==> config.mk <==
export PLATFORM = sky130hd
export DESIGN_NAME = memory_unit
export DESIGN_NICKNAME = d
export VERILOG_FILES = /design/src/rtl/bus_map_pkg.sv /design/src/rtl/uart_pkg.sv /design/src/rtl/bus_responder.sv /design/src/rtl/memory_unit.sv /design/src/rtl/region_port.sv /design/src/rtl/uart_rx.sv /design/src/rtl/uart_tx.sv
export SDC_FILE = /design/constraint.sdc
export NUM_CORES = 1
export LEC_CHECK = 0
export BUFFER_PORTS_ARGS = -buffer_cell sky130_fd_sc_hd__buf_2
export CELL_PAD_IN_SITES_DETAIL_PLACEMENT = 0
export CELL_PAD_IN_SITES_GLOBAL_PLACEMENT = 1
export CORE_ASPECT_RATIO = 1.75
export CORE_MARGIN = 10
export CORE_UTILIZATION = 35
export DETAILED_ROUTE_END_ITERATION = 10
export PLACE_DENSITY = 0.78
export SLEW_MARGIN = 20
export SYNTH_ARGS = -nofsm -noshare
export SYNTH_HDL_FRONTEND = slang
export SYNTH_HIERARCHICAL = 1
export SYNTH_SLANG_ARGS = --single-unit
==> constraint.sdc <==
create_clock -name clk -period 5.2 [get_ports clk]
set_clock_uncertainty 0.05 [all_clocks]
set_input_delay 0.78 -clock clk [delete_from_list [all_inputs] [get_ports clk]]
set_output_delay 0.78 -clock clk [all_outputs]
set_load 0.01 [all_outputs]
==> src/rtl/bus_map_pkg.sv <==
// CPU bus map for windows and I/O registers where windows must stay below the register block
package bus_map_pkg;

    // ------------------------------------------------------------------
    // Bus widths
    // ------------------------------------------------------------------

    // Word address on the CPU bus
    typedef logic [26:0] bus_addr_t;

    // Read and write data word
    typedef logic [31:0] bus_word_t;

    // ------------------------------------------------------------------
    // Window payloads and offsets
    // ------------------------------------------------------------------

    // One entry per window, widths set by the video memories
    typedef logic [31:0] vram32_data_t;
    typedef logic [7:0]  vram8_data_t;
    typedef logic [8:0]  vramspr_data_t;

    // Offset inside a video window
    typedef logic [13:0] win_addr_t;

    // Offset inside the instruction ROM
    typedef logic [8:0]  rom_addr_t;

    // ------------------------------------------------------------------
    // Address map
    // ------------------------------------------------------------------

    // Windows are packed back to back from C00000
    localparam bus_addr_t VRAM32_BASE  = 27'hC00000;
    localparam bus_addr_t VRAM32_SIZE  = 27'h000420;
    localparam bus_addr_t VRAM8_BASE   = 27'hC00420;
    localparam bus_addr_t VRAM8_SIZE   = 27'h002002;
    localparam bus_addr_t VRAMSPR_BASE = 27'hC02422;
    localparam bus_addr_t VRAMSPR_SIZE = 27'h000100;
    localparam bus_addr_t ROM_BASE     = 27'hC02522;
    localparam bus_addr_t ROM_SIZE     = 27'h000200;

    // Single-word I/O registers just above the ROM
    localparam bus_addr_t UART_RX_ADDR   = 27'hC02722;
    localparam bus_addr_t UART_TX_ADDR   = 27'hC02723;
    localparam bus_addr_t BOOT_MODE_ADDR = 27'hC02741;

endpackage

==> src/rtl/uart_pkg.sv <==
// Serial settings for the 8N1 UART where CLKS_PER_BIT must be a power of two of at least 4
package uart_pkg;

    // ------------------------------------------------------------------
    // Bit timing
    // ------------------------------------------------------------------

    // clk cycles per serial bit, shared by transmitter and receiver
    localparam int CLKS_PER_BIT = 8;

    // ------------------------------------------------------------------
    // Payload
    // ------------------------------------------------------------------

    // One data byte per frame, sent LSB first
    typedef logic [7:0] uart_byte_t;

endpackage

==> src/rtl/bus_responder.sv <==
// Bus completion logic where i_bus_start must stay high until o_bus_done and then drop for a cycle
`timescale 1ns/1ns

module bus_responder (
    input  logic                       clk,
    input  logic                       reset,
    input  bus_map_pkg::bus_addr_t     i_bus_addr,
    input  bus_map_pkg::bus_word_t     i_bus_data,
    input  logic                       i_bus_we,
    input  logic                       i_bus_start,
    input  logic                       i_vram32_hit,
    input  logic                       i_vram8_hit,
    input  logic                       i_vramspr_hit,
    input  logic                       i_rom_hit,
    input  bus_map_pkg::vram32_data_t  i_vram32_q,
    input  bus_map_pkg::vram8_data_t   i_vram8_q,
    input  bus_map_pkg::vramspr_data_t i_vramspr_q,
    input  bus_map_pkg::bus_word_t     i_rom_q,
    input  uart_pkg::uart_byte_t       i_rx_byte,
    input  logic                       i_tx_done,
    input  logic                       i_boot_mode,
    output logic                       o_tx_valid,
    output uart_pkg::uart_byte_t       o_tx_byte,
    output bus_map_pkg::bus_word_t     o_bus_q,
    output logic                       o_bus_done
);

    import bus_map_pkg::*;
    import uart_pkg::*;

    // Write to the TX register, the only access with variable latency
    logic      tx_access;
    // Every other address, mapped or not, completes right away
    logic      instant_access;
    logic      done_next;
    // Blocks a second completion while start is still held
    logic      access_served;
    bus_word_t read_q;

    assign tx_access      = (i_bus_addr == UART_TX_ADDR) && i_bus_we;
    assign instant_access = !tx_access;

    // ------------------------------------------------------------------
    // UART TX request
    // ------------------------------------------------------------------

    // Level request, uart_tx handles its own re-arm
    assign o_tx_valid = i_bus_start && tx_access;
    assign o_tx_byte  = uart_byte_t'(i_bus_data);

    // ------------------------------------------------------------------
    // Read mux
    // ------------------------------------------------------------------

    // Narrow sources zero-extended, TX and unmapped read as zero
    always_comb
    begin
        read_q = '0;
        if (i_vram32_hit)
            read_q = i_vram32_q;
        else if (i_vram8_hit)
            read_q = bus_word_t'(i_vram8_q);
        else if (i_vramspr_hit)
            read_q = bus_word_t'(i_vramspr_q);
        else if (i_rom_hit)
            read_q = i_rom_q;
        else if (i_bus_addr == UART_RX_ADDR)
            read_q = bus_word_t'(i_rx_byte);
        else if (i_bus_addr == BOOT_MODE_ADDR)
            read_q = bus_word_t'(i_boot_mode);
    end

    // ------------------------------------------------------------------
    // Completion timing
    // ------------------------------------------------------------------

    always_ff @(posedge clk)
    begin
        if (reset)
        begin
            done_next     <= 1'b0;
            access_served <= 1'b0;
            o_bus_done    <= 1'b0;
            o_bus_q       <= '0;
        end
        else
        begin
            // Tracks the address every cycle, valid with the done pulse
            o_bus_q    <= read_q;
            o_bus_done <= done_next;
            done_next  <= 1'b0;
            if (!i_bus_start)
                access_served <= 1'b0;
            else if (!access_served && (instant_access || i_tx_done))
            begin
                done_next     <= 1'b1;
                access_served <= 1'b1;
            end
        end
    end

endmodule

==> src/rtl/memory_unit.sv <==
// CPU bus decoder top where the memories return q combinationally from their address inputs
`timescale 1ns/1ns

module memory_unit (
    input  logic                       clk,
    input  logic                       reset,
    // CPU bus
    input  bus_map_pkg::bus_addr_t     i_bus_addr,
    input  bus_map_pkg::bus_word_t     i_bus_data,
    input  logic                       i_bus_we,
    input  logic                       i_bus_start,
    output bus_map_pkg::bus_word_t     o_bus_q,
    output logic                       o_bus_done,
    // VRAM32 port
    output bus_map_pkg::win_addr_t     o_vram32_addr,
    output bus_map_pkg::vram32_data_t  o_vram32_d,
    output logic                       o_vram32_we,
    input  bus_map_pkg::vram32_data_t  i_vram32_q,
    // VRAM8 port
    output bus_map_pkg::win_addr_t     o_vram8_addr,
    output bus_map_pkg::vram8_data_t   o_vram8_d,
    output logic                       o_vram8_we,
    input  bus_map_pkg::vram8_data_t   i_vram8_q,
    // Sprite RAM port
    output bus_map_pkg::win_addr_t     o_vramspr_addr,
    output bus_map_pkg::vramspr_data_t o_vramspr_d,
    output logic                       o_vramspr_we,
    input  bus_map_pkg::vramspr_data_t i_vramspr_q,
    // Instruction ROM, read only
    output bus_map_pkg::rom_addr_t     o_rom_addr,
    input  bus_map_pkg::bus_word_t     i_rom_q,
    // Serial port
    input  logic                       i_uart_rx,
    output logic                       o_uart_tx,
    output logic                       o_uart_rx_irq,
    input  logic                       i_boot_mode
);

    import bus_map_pkg::*;
    import uart_pkg::*;

    logic       vram32_hit;
    logic       vram8_hit;
    logic       vramspr_hit;
    logic       rom_hit;
    logic       tx_valid;
    logic       tx_done;
    uart_byte_t tx_byte;
    uart_byte_t rx_byte;

    // ------------------------------------------------------------------
    // Memory windows
    // ------------------------------------------------------------------

    region_port #(.BASE(VRAM32_BASE), .SIZE(VRAM32_SIZE),
                  .T_DATA(vram32_data_t), .T_ADDR(win_addr_t)) u_vram32 (
        .i_bus_addr (i_bus_addr),    .i_bus_data (i_bus_data), .i_bus_we (i_bus_we),
        .o_hit      (vram32_hit),    .o_addr     (o_vram32_addr),
        .o_d        (o_vram32_d),    .o_we       (o_vram32_we)
    );

    region_port #(.BASE(VRAM8_BASE), .SIZE(VRAM8_SIZE),
                  .T_DATA(vram8_data_t), .T_ADDR(win_addr_t)) u_vram8 (
        .i_bus_addr (i_bus_addr),    .i_bus_data (i_bus_data), .i_bus_we (i_bus_we),
        .o_hit      (vram8_hit),     .o_addr     (o_vram8_addr),
        .o_d        (o_vram8_d),     .o_we       (o_vram8_we)
    );

    region_port #(.BASE(VRAMSPR_BASE), .SIZE(VRAMSPR_SIZE),
                  .T_DATA(vramspr_data_t), .T_ADDR(win_addr_t)) u_vramspr (
        .i_bus_addr (i_bus_addr),    .i_bus_data (i_bus_data), .i_bus_we (i_bus_we),
        .o_hit      (vramspr_hit),   .o_addr     (o_vramspr_addr),
        .o_d        (o_vramspr_d),   .o_we       (o_vramspr_we)
    );

    // ROM has no write path
    region_port #(.BASE(ROM_BASE), .SIZE(ROM_SIZE),
                  .T_DATA(bus_word_t), .T_ADDR(rom_addr_t)) u_rom (
        .i_bus_addr (i_bus_addr),    .i_bus_data (i_bus_data), .i_bus_we (i_bus_we),
        .o_hit      (rom_hit),       .o_addr     (o_rom_addr),
        .o_d        (),              .o_we       ()
    );

    // ------------------------------------------------------------------
    // UART and bus response
    // ------------------------------------------------------------------

    uart_tx u_uart_tx (
        .clk (clk), .reset (reset), .i_tx_valid (tx_valid), .i_tx_byte (tx_byte),
        .o_tx_serial (o_uart_tx), .o_tx_done (tx_done)
    );

    // Valid pulse doubles as the receive interrupt
    uart_rx u_uart_rx (
        .clk (clk), .reset (reset), .i_rx_serial (i_uart_rx),
        .o_rx_valid (o_uart_rx_irq), .o_rx_byte (rx_byte)
    );

    bus_responder u_responder (
        .clk (clk), .reset (reset),
        .i_bus_addr (i_bus_addr), .i_bus_data (i_bus_data),
        .i_bus_we (i_bus_we), .i_bus_start (i_bus_start),
        .i_vram32_hit (vram32_hit), .i_vram8_hit (vram8_hit),
        .i_vramspr_hit (vramspr_hit), .i_rom_hit (rom_hit),
        .i_vram32_q (i_vram32_q), .i_vram8_q (i_vram8_q),
        .i_vramspr_q (i_vramspr_q), .i_rom_q (i_rom_q),
        .i_rx_byte (rx_byte), .i_tx_done (tx_done), .i_boot_mode (i_boot_mode),
        .o_tx_valid (tx_valid), .o_tx_byte (tx_byte),
        .o_bus_q (o_bus_q), .o_bus_done (o_bus_done)
    );

endmodule

==> src/rtl/region_port.sv <==
// Combinational window decode where SIZE must fit in T_ADDR and the write enable follows i_bus_we
`timescale 1ns/1ns

module region_port #(
    parameter bus_map_pkg::bus_addr_t BASE = '0,
    parameter bus_map_pkg::bus_addr_t SIZE = '0,
    parameter type T_DATA = logic,
    parameter type T_ADDR = logic
) (
    input  bus_map_pkg::bus_addr_t i_bus_addr,
    input  bus_map_pkg::bus_word_t i_bus_data,
    input  logic                   i_bus_we,
    output logic                   o_hit,
    output T_ADDR                  o_addr,
    output T_DATA                  o_d,
    output logic                   o_we
);

    import bus_map_pkg::*;

    // Distance from the window base, only meaningful on a hit
    bus_addr_t offset;

    assign offset = i_bus_addr - BASE;

    // Lower bound checked on the raw address so wrap-around cannot alias
    assign o_hit = (i_bus_addr >= BASE) && (offset < SIZE);

    // ------------------------------------------------------------------
    // Memory port
    // ------------------------------------------------------------------

    // Offset truncated to the memory depth
    assign o_addr = o_hit ? T_ADDR'(offset) : '0;

    // Low bits of the bus word for narrow memories
    assign o_d = o_hit ? T_DATA'(i_bus_data) : '0;

    // No write outside the window
    assign o_we = o_hit & i_bus_we;

endmodule

==> src/rtl/uart_rx.sv <==
// 8N1 receiver sampling mid-bit where a frame with a low stop bit is dropped without a valid pulse
`timescale 1ns/1ns

module uart_rx (
    input  logic                 clk,
    input  logic                 reset,
    input  logic                 i_rx_serial,
    output logic                 o_rx_valid,
    output uart_pkg::uart_byte_t o_rx_byte
);

    import uart_pkg::*;

    localparam int CNT_W = $clog2(CLKS_PER_BIT);
    localparam logic [CNT_W-1:0] CNT_LAST = CNT_W'(CLKS_PER_BIT - 1);
    // Half a bit, lands the later samples in the middle of each bit
    localparam logic [CNT_W-1:0] CNT_HALF = CNT_W'(CLKS_PER_BIT / 2 - 1);

    typedef enum logic [1:0] {RX_IDLE, RX_START, RX_DATA, RX_STOP} rx_state_t;

    rx_state_t        state;
    logic [CNT_W-1:0] clk_cnt;
    logic [2:0]       bit_idx;
    logic             rx_meta;
    logic             rx_sync;

    // Two-flop synchronizer, idles high like the line
    always_ff @(posedge clk)
    begin
        if (reset)
        begin
            rx_meta <= 1'b1;
            rx_sync <= 1'b1;
        end
        else
        begin
            rx_meta <= i_rx_serial;
            rx_sync <= rx_meta;
        end
    end

    always_ff @(posedge clk)
    begin
        if (reset)
        begin
            state      <= RX_IDLE;
            clk_cnt    <= '0;
            bit_idx    <= '0;
            o_rx_valid <= 1'b0;
        end
        else
        begin
            o_rx_valid <= 1'b0;
            clk_cnt    <= (clk_cnt == CNT_LAST) ? '0 : clk_cnt + 1'b1;
            case (state)
                RX_IDLE:
                begin
                    clk_cnt <= '0;
                    bit_idx <= '0;
                    // Falling edge may be a start bit
                    if (!rx_sync)
                        state <= RX_START;
                end
                RX_START:
                    if (clk_cnt == CNT_HALF)
                    begin
                        clk_cnt <= '0;
                        // Line back high at mid-start is a glitch
                        state   <= rx_sync ? RX_IDLE : RX_DATA;
                    end
                RX_DATA:
                    if (clk_cnt == CNT_LAST)
                    begin
                        // LSB first, shifts down into place
                        o_rx_byte <= {rx_sync, o_rx_byte[7:1]};
                        bit_idx   <= bit_idx + 1'b1;
                        if (bit_idx == 3'd7)
                            state <= RX_STOP;
                    end
                default:
                    if (clk_cnt == CNT_LAST)
                    begin
                        o_rx_valid <= rx_sync;
                        state      <= RX_IDLE;
                    end
            endcase
        end
    end

endmodule

==> src/rtl/uart_tx.sv <==
// 8N1 transmitter that sends once per i_tx_valid level and waits for it to drop before re-arming
`timescale 1ns/1ns

module uart_tx (
    input  logic                 clk,
    input  logic                 reset,
    input  logic                 i_tx_valid,
    input  uart_pkg::uart_byte_t i_tx_byte,
    output logic                 o_tx_serial,
    output logic                 o_tx_done
);

    import uart_pkg::*;

    localparam int CNT_W = $clog2(CLKS_PER_BIT);
    localparam logic [CNT_W-1:0] CNT_LAST = CNT_W'(CLKS_PER_BIT - 1);

    typedef enum logic [2:0] {TX_IDLE, TX_START, TX_DATA, TX_STOP, TX_REARM} tx_state_t;

    tx_state_t        state;
    logic [CNT_W-1:0] clk_cnt;
    logic [2:0]       bit_idx;
    // Shifts right, bit 0 is the next bit on the line
    uart_byte_t       tx_shift;

    always_ff @(posedge clk)
    begin
        if (reset)
        begin
            state       <= TX_IDLE;
            clk_cnt     <= '0;
            bit_idx     <= '0;
            o_tx_serial <= 1'b1;
            o_tx_done   <= 1'b0;
        end
        else
        begin
            // Done is a single-cycle pulse
            o_tx_done <= 1'b0;
            clk_cnt   <= (clk_cnt == CNT_LAST) ? '0 : clk_cnt + 1'b1;
            case (state)
                TX_IDLE:
                begin
                    clk_cnt     <= '0;
                    bit_idx     <= '0;
                    o_tx_serial <= 1'b1;
                    if (i_tx_valid)
                    begin
                        // Latch the byte and drive the start bit
                        tx_shift    <= i_tx_byte;
                        o_tx_serial <= 1'b0;
                        state       <= TX_START;
                    end
                end
                TX_START:
                    if (clk_cnt == CNT_LAST)
                    begin
                        o_tx_serial <= tx_shift[0];
                        tx_shift    <= tx_shift >> 1;
                        state       <= TX_DATA;
                    end
                TX_DATA:
                    if (clk_cnt == CNT_LAST)
                    begin
                        if (bit_idx == 3'd7)
                        begin
                            // Stop bit
                            o_tx_serial <= 1'b1;
                            state       <= TX_STOP;
                        end
                        else
                        begin
                            o_tx_serial <= tx_shift[0];
                            tx_shift    <= tx_shift >> 1;
                            bit_idx     <= bit_idx + 1'b1;
                        end
                    end
                TX_STOP:
                    if (clk_cnt == CNT_LAST)
                    begin
                        o_tx_done <= 1'b1;
                        state     <= TX_REARM;
                    end
                // Held request must be released before the next frame
                default:
                    if (!i_tx_valid)
                        state <= TX_IDLE;
            endcase
        end
    end

endmodule

==> summary.txt, run 1 <==
Status: complete, no violations
TritonCTS clock tree: done
Final Hold Fails: 0
Leak: 3.753 nW
Final nets: 1214
Sink Count: 73
Fmax: 0.2120 GHz
CTS Buf Count: 9
Via count: 7554
Post-CTS resize count: 0
Arrival @ worst endpoint: 3.89 ns
First-pass GRT wire length: 43150 microns
Final wirelength: 28410 microns
H-tree depth: 3
Total negative slack: 0 ns
CP peak stage delay: 0.72 ns
Slowest-stage cell, CP: or4_1
Max-cap violations: 0
Fin crit share: 0.9072
Setup Fix Bufs, Post-CTS: 0
Hold Buf Count CTS: 0
Final setup fails: 0
Worst-path cell chain: buf_2 > inv_1 > ha_1 > or3b_1 > a311oi_1 > o32a_1 > nand4_1 > or4_1 > nor4_1 > buf_2
Initial Utilization: 0.3569
Most used cell, CP: buf_2
Largest net degree at the start of global routing: 47
Share of layout cells above drive strength 1: 0.3979
Area delta synth->final: 26.19%
RSZ-0062 raised after global routing: no
Worst hold margin: 0.3590 ns
DR WL/cell: 21.96 microns
Die area: 25790 sq um
Crit path buf inv count: 3
GP Congestion: 0.9337
Clock buffer depth: 2
Comb power frac: 0.236
CORE AREA: 19200 sq um
NetSw: 0.4849 mW
DRT antenna net count: 0
Ports: 284
Mapped Cells: 804
DP Wirelength: 22310 microns
CP max FO: 10
1st-pass router iterations: 5
Clk Latency, worst-skew pair: 0.34 ns
Tmin final: 4.717 ns
Min-delay worst type: reg -> reg
Worst slew margin: 0.3869
P_int: 1.107 mW
Switching Fraction: 0.3046
GRT overflow: 0
Initial detailed-routing violation count: 639
Initial antenna violation count: 0
Die width: 125.8 microns
GRT Total Usage: 0.2062
IO buf count: 274
Peak VDD IR: 0.1713 mV
Critical path class: in -> out
Die Height: 205.1 microns
Endpoint class of the critical path: output port
WP data required: 4.37 ns
Worst slew pin tran: 0.9173 ns
Reg power frac: 0.372
PD cells: 184.1 nW/um^2
Largest delay share family, worst path: simple AND/OR/NAND/NOR gates
Mapped Area: 6852 sq um
Startpoint types: input port
CTS clk-pin slew, worst paths: 0.06 ns
Pins Over Slew Limit: 0
Clock Power Share: 0.392
Syn avg cell area: 8.522 sq um
DRC: 0
Number of global-route vias before repair: 7473
# rows: 67
Vias/cell: 5.838
# diodes: 0
CTS Root Buffer Type: clkbuf_16
Synth warn: 6
final timing paths:
kind / to / startpoint / depth (start not counted) / slack, ns
max: o_rom_addr[3] / i_bus_addr[2] / 10 / 0.48
min: u_uart_rx/rx_sync / u_uart_rx/rx_meta / 1 / 0.36
max reg2reg: u_uart_rx/state[1] / u_uart_rx/clk_cnt[0] / 6 / 3.29
min reg2reg: u_uart_rx/rx_sync / u_uart_rx/rx_meta / 1 / 0.36
power by group through the flow:
stage                     Combinational, mW  Sequential (mW)  Clock, mW
after floorplan                       0.213            0.603          0
after global placement                0.367            0.604          0
after detailed placement              0.368            0.605          0
after CTS                             0.370            0.592      0.643
after global routing                  0.408            0.593      0.662
final                                 0.375            0.592      0.625
cell type report:
type	count	area, sq um
clock inverter	5	33.78
sequential	73	1622
clock buffer	11	275.3
timing repair buffer	309	1634
fill	1983	10550
inverter	31	116.4
multi-input combinational	624	4663
tap	241	301.5
sequential cells by signal (all words and copies together), names as in the netlist:
register	cells
u_uart_rx/bit_idx	3
u_uart_rx/rx_sync	1
u_uart_rx/o_rx_byte	8
u_responder/o_bus_done	1
u_uart_rx/o_rx_valid	1
u_uart_rx/rx_meta	1
u_uart_tx/o_tx_serial	1
u_uart_tx/bit_idx	3
u_responder/done_next	1
u_uart_rx/state	2
u_responder/o_bus_q	32
u_uart_rx/clk_cnt	3
u_uart_tx/o_tx_done	1
u_uart_tx/tx_shift	8
u_uart_tx/clk_cnt	3
u_responder/access_served	1
u_uart_tx/state	3
per-layer routing:
layer	GRT usage	vias up	routed length, microns
met2	0.3987	305	15660
met3	0.02924	67	1426
met4	0.09755	0	1119
li1	-	3547	-
met5	0	-	0
met1	0.2102	3635	10210
layout by cell type (no fill, tap or decap), drive strengths merged, types with 9 or more instances in the layout:
master / instances
nand2: 32
nor4: 46
nor3b: 9
or2: 9
nand4: 26
xnor2: 14
ha: 20
edfxtp: 16
and2: 10
a21oi: 33
nor4b: 23
and3: 41
or4: 10
nand3: 12
a22oi: 32
dfxtp: 57
conb: 9
nor2b: 10
xor2: 11
buf: 309
clkbuf: 11
nor2: 64
nor3: 29
o21ai: 25
inv: 32
a211oi: 10
o22ai: 9
through the flow:
step                      cells  worst slack, ns  instance area (sq um)  power, mW    util
after global placement     1278           0.5481                   8337     0.9713  0.4343
after detailed placement   1278           0.5108                   8337     0.9729  0.4343
final                      1294           0.4826                   8646      1.592  0.4504
after CTS                  1294           0.4896                   8646      1.605  0.4504
after global routing       1294           0.3740                   8646      1.663  0.4504
after floorplan             811            1.046                   6878     0.8167       -
Power figures use the tool's default switching activity.
==> run 2, diff against run 1 <==
--- a/config.mk
+++ b/config.mk
@@ -5,7 +5,7 @@
 export SDC_FILE = /design/constraint.sdc
 export NUM_CORES = 1
 export LEC_CHECK = 0
-export BUFFER_PORTS_ARGS = -buffer_cell sky130_fd_sc_hd__buf_2
+export BUFFER_PORTS_ARGS = -buffer_cell sky130_fd_sc_hd__clkbuf_2
 export CELL_PAD_IN_SITES_DETAIL_PLACEMENT = 0
 export CELL_PAD_IN_SITES_GLOBAL_PLACEMENT = 1
 export CORE_ASPECT_RATIO = 1.75
==> run 2 against run 1 <==
Final area up 0.19%; flip-flop and latch count unchanged; register-to-register slack about the same; critical path depth up 1; critical endpoint is now o_rom_addr[4]; largest cell class unchanged; largest power group is now sequential cells.
==> summary.txt, run 2 (synthesized netlist as in run 1, its figures left out) <==
GRT Total Usage: 0.2121 (+0.005904)
CTS Buf Count: 9 (unchanged)
DRC: 0 (unchanged)
Die width: 125.8 microns (unchanged)
Largest net degree at the start of global routing: 42 (-11%)
# diodes: 0 (unchanged)
Initial detailed-routing violation count: 594 (-7.0%)
Post-place setup slack: 0.5087 ns (-0.002121 ns)
DP Cell Count: 1282 (+0.31%)
Tmin final: 4.768 ns (+0.05014 ns)
Final nets: 1218 (+0.33%)
Commonest cells after routing, fill and taps aside: 274 x clkbuf_2, 63 x nor2_1, 57 x dfxtp_1, 38 x buf_4, 37 x and3_1
Fin crit share: 0.9168 (+0.009642)
Max reg flops: 32 (unchanged)
Endpoint class of the critical path: output port
Finished Layout Cells: 1298 (+0.31%)
TritonCTS clock tree: done
Leak: 3.663 nW (-2.4%)
Total negative slack: 0 ns (unchanged)
# rows: 67 (unchanged)
CP max FO: 8 (-2)
Largest regs: u_responder/o_bus_q x32, u_uart_rx/o_rx_byte x8, u_uart_tx/tx_shift x8
PD cells: 179.7 nW/um^2 (-2.4%)
Via count: 7579 (+0.33%)
Layout Utilization: 0.4512 (+0.0008480)
Post-CTS resize count: 0 (unchanged)
Hold Buf Count CTS: 0 (unchanged)
Max-cap violations: 0 (unchanged)
Worst slew pin tran: 0.9402 ns (+0.02288 ns)
Reg2Reg Depth: 6 (unchanged)
Final wirelength: 29360 microns (+3.4%)
Min-delay worst type: reg -> reg
Final Cell Area: 8662 sq um (+0.19%)
WP data required: 4.37 ns (about the same)
R2R Path End: u_uart_rx/state[1]
Worst slew margin: 0.3722 (-0.01472)
Ports: 284 (unchanged)
FF+latch area: 1622 sq um (unchanged)
Die area: 25790 sq um (unchanged)
Arrival @ worst endpoint: 3.94 ns (+0.05 ns)
Worst hold path depth: 1 (unchanged)
Fmax: 0.2098 GHz (-1.1%)
DR WL/cell: 22.62 microns (+3.0%)
Worst-path cell chain: clkbuf_2 > inv_1 > ha_1 > or3b_1 > a311oi_1 > o32a_1 > nand4_1 > or4_1 > buf_4 > a2111oi_2 > clkbuf_2
Share of layout cells above drive strength 1: 0.3992 (+0.001332)
Placed instance area: 8379 sq um (+0.51%)
CTS clk-pin slew, worst paths: 0.06 ns (about the same)
DRT antenna net count: 0 (unchanged)
Fillcell total: 1916 (-3.4%)
Die Height: 205.1 microns (unchanged)
Initial Utilization: 0.3569 (unchanged)
Setup Fix Bufs, Post-CTS: 0 (unchanged)
RSZ-0062 raised after global routing: no
CORE AREA: 19200 sq um (unchanged)
Final setup fails: 0 (unchanged)
1st-pass router iterations: 5 (unchanged)
CP peak stage delay: 0.56 ns (-0.16 ns)
Hold endpoint: u_uart_rx/rx_sync
Peak VDD IR: 0.1961 mV (+14%)
Final WS setup: 0.4325 ns (-0.05014 ns)
Area delta synth->final: 26.42%
H-tree depth: 3 (unchanged)
Total Power: 1.557 mW (-2.2%)
Clk Latency, worst-skew pair: 0.33 ns (about the same)
Leading cell type in the layout, fill and taps excluded: clkbuf_2
Sink Count: 73 (unchanged)
R2r setup slk: 3.30 ns (about the same)
Number of global-route vias before repair: 7619 (+2.0%)
Critical R2R Launch: u_uart_rx/clk_cnt[0]
Hold path startpoint: u_uart_rx/rx_meta
Startpoint types: input port
Worst hold margin: 0.3528 ns (-0.006184 ns)
First-pass GRT wire length: 44110 microns (+2.2%)
GP Congestion: 0.9021 (-3.4%)
Vias/cell: 5.839 (about the same)
IO buf count: 274 (unchanged)
Slowest-stage cell, CP: or4_1
Clock buffer depth: 2 (unchanged)
Status: complete, no violations
Most used cell, CP: clkbuf_2
Pins Over Slew Limit: 0 (unchanged)
Largest Register: u_responder/o_bus_q
DP Wirelength: 22920 microns (+2.8%)
Critical path class: in -> out
Final Hold Fails: 0 (unchanged)
Initial antenna violation count: 0 (unchanged)
GRT overflow: 0 (unchanged)
Multi-input logic area: 4663 sq um (unchanged)
CTS Root Buffer Type: clkbuf_16
## run 2: cell types whose count changed in the layout (fill, tap and decap cells not counted)
cell | before | now
clkbuf_8 | 0 | 2
clkbuf_1 | 0 | 1
clkbuf_2 | 0 | 274
clkinv_4 | 2 | 0
clkbuf_16 | 11 | 9
clkinv_2 | 2 | 1
buf_12 | 0 | 1
buf_2 | 274 | 0
clkinvlp_4 | 0 | 2
buf_4 | 35 | 38
## run 2: cell type report
class | count | share of cell area
inverters | 31 | 0.01343
repair buffers | 313 | 0.1936
well taps | 241 | 0.03481
multi-input cells | 624 | 0.5383
clock buffers | 12 | 0.02961
flip-flops and latches | 73 | 0.1872
clock inverters | 4 | 0.003033
## run 2: per-layer routing
layer,track usage,vias to the layer above,part of all wire
met5,0,-,0
met4,0.1143,0,0.045
met3,0.02743,69,0.054
met2,0.4048,357,0.54
met1,0.2169,3591,0.36
li1,-,3562,-
## run 2: report_power, final
group	internal [mW]	switching, mW	leakage, nW
sequential	0.586	0.00632	0.604
combinational	0.142	0.237	2.92
clock	0.349	0.237	0.135
## run 2: worst max-delay path, delay by kind of cell
family | cells | cell delay [ns]
fa+ha+maj | 1 | 0.19
simple gates | 3 | 1.15
buf+inv | 4 | 0.68
compound gates | 3 | 1.13
## run 2: worst max-delay path by stage
stage,from,endpoint
detailed placement,i_bus_addr[1],o_rom_addr[4]
CTS,i_bus_addr[1],o_rom_addr[4]
floorplan,i_bus_addr[1],u_responder/o_bus_q[10]
global route,i_bus_addr[1],o_rom_addr[4]
global placement,i_bus_addr[1],o_rom_addr[4]
finish,i_bus_addr[1],o_rom_addr[4]
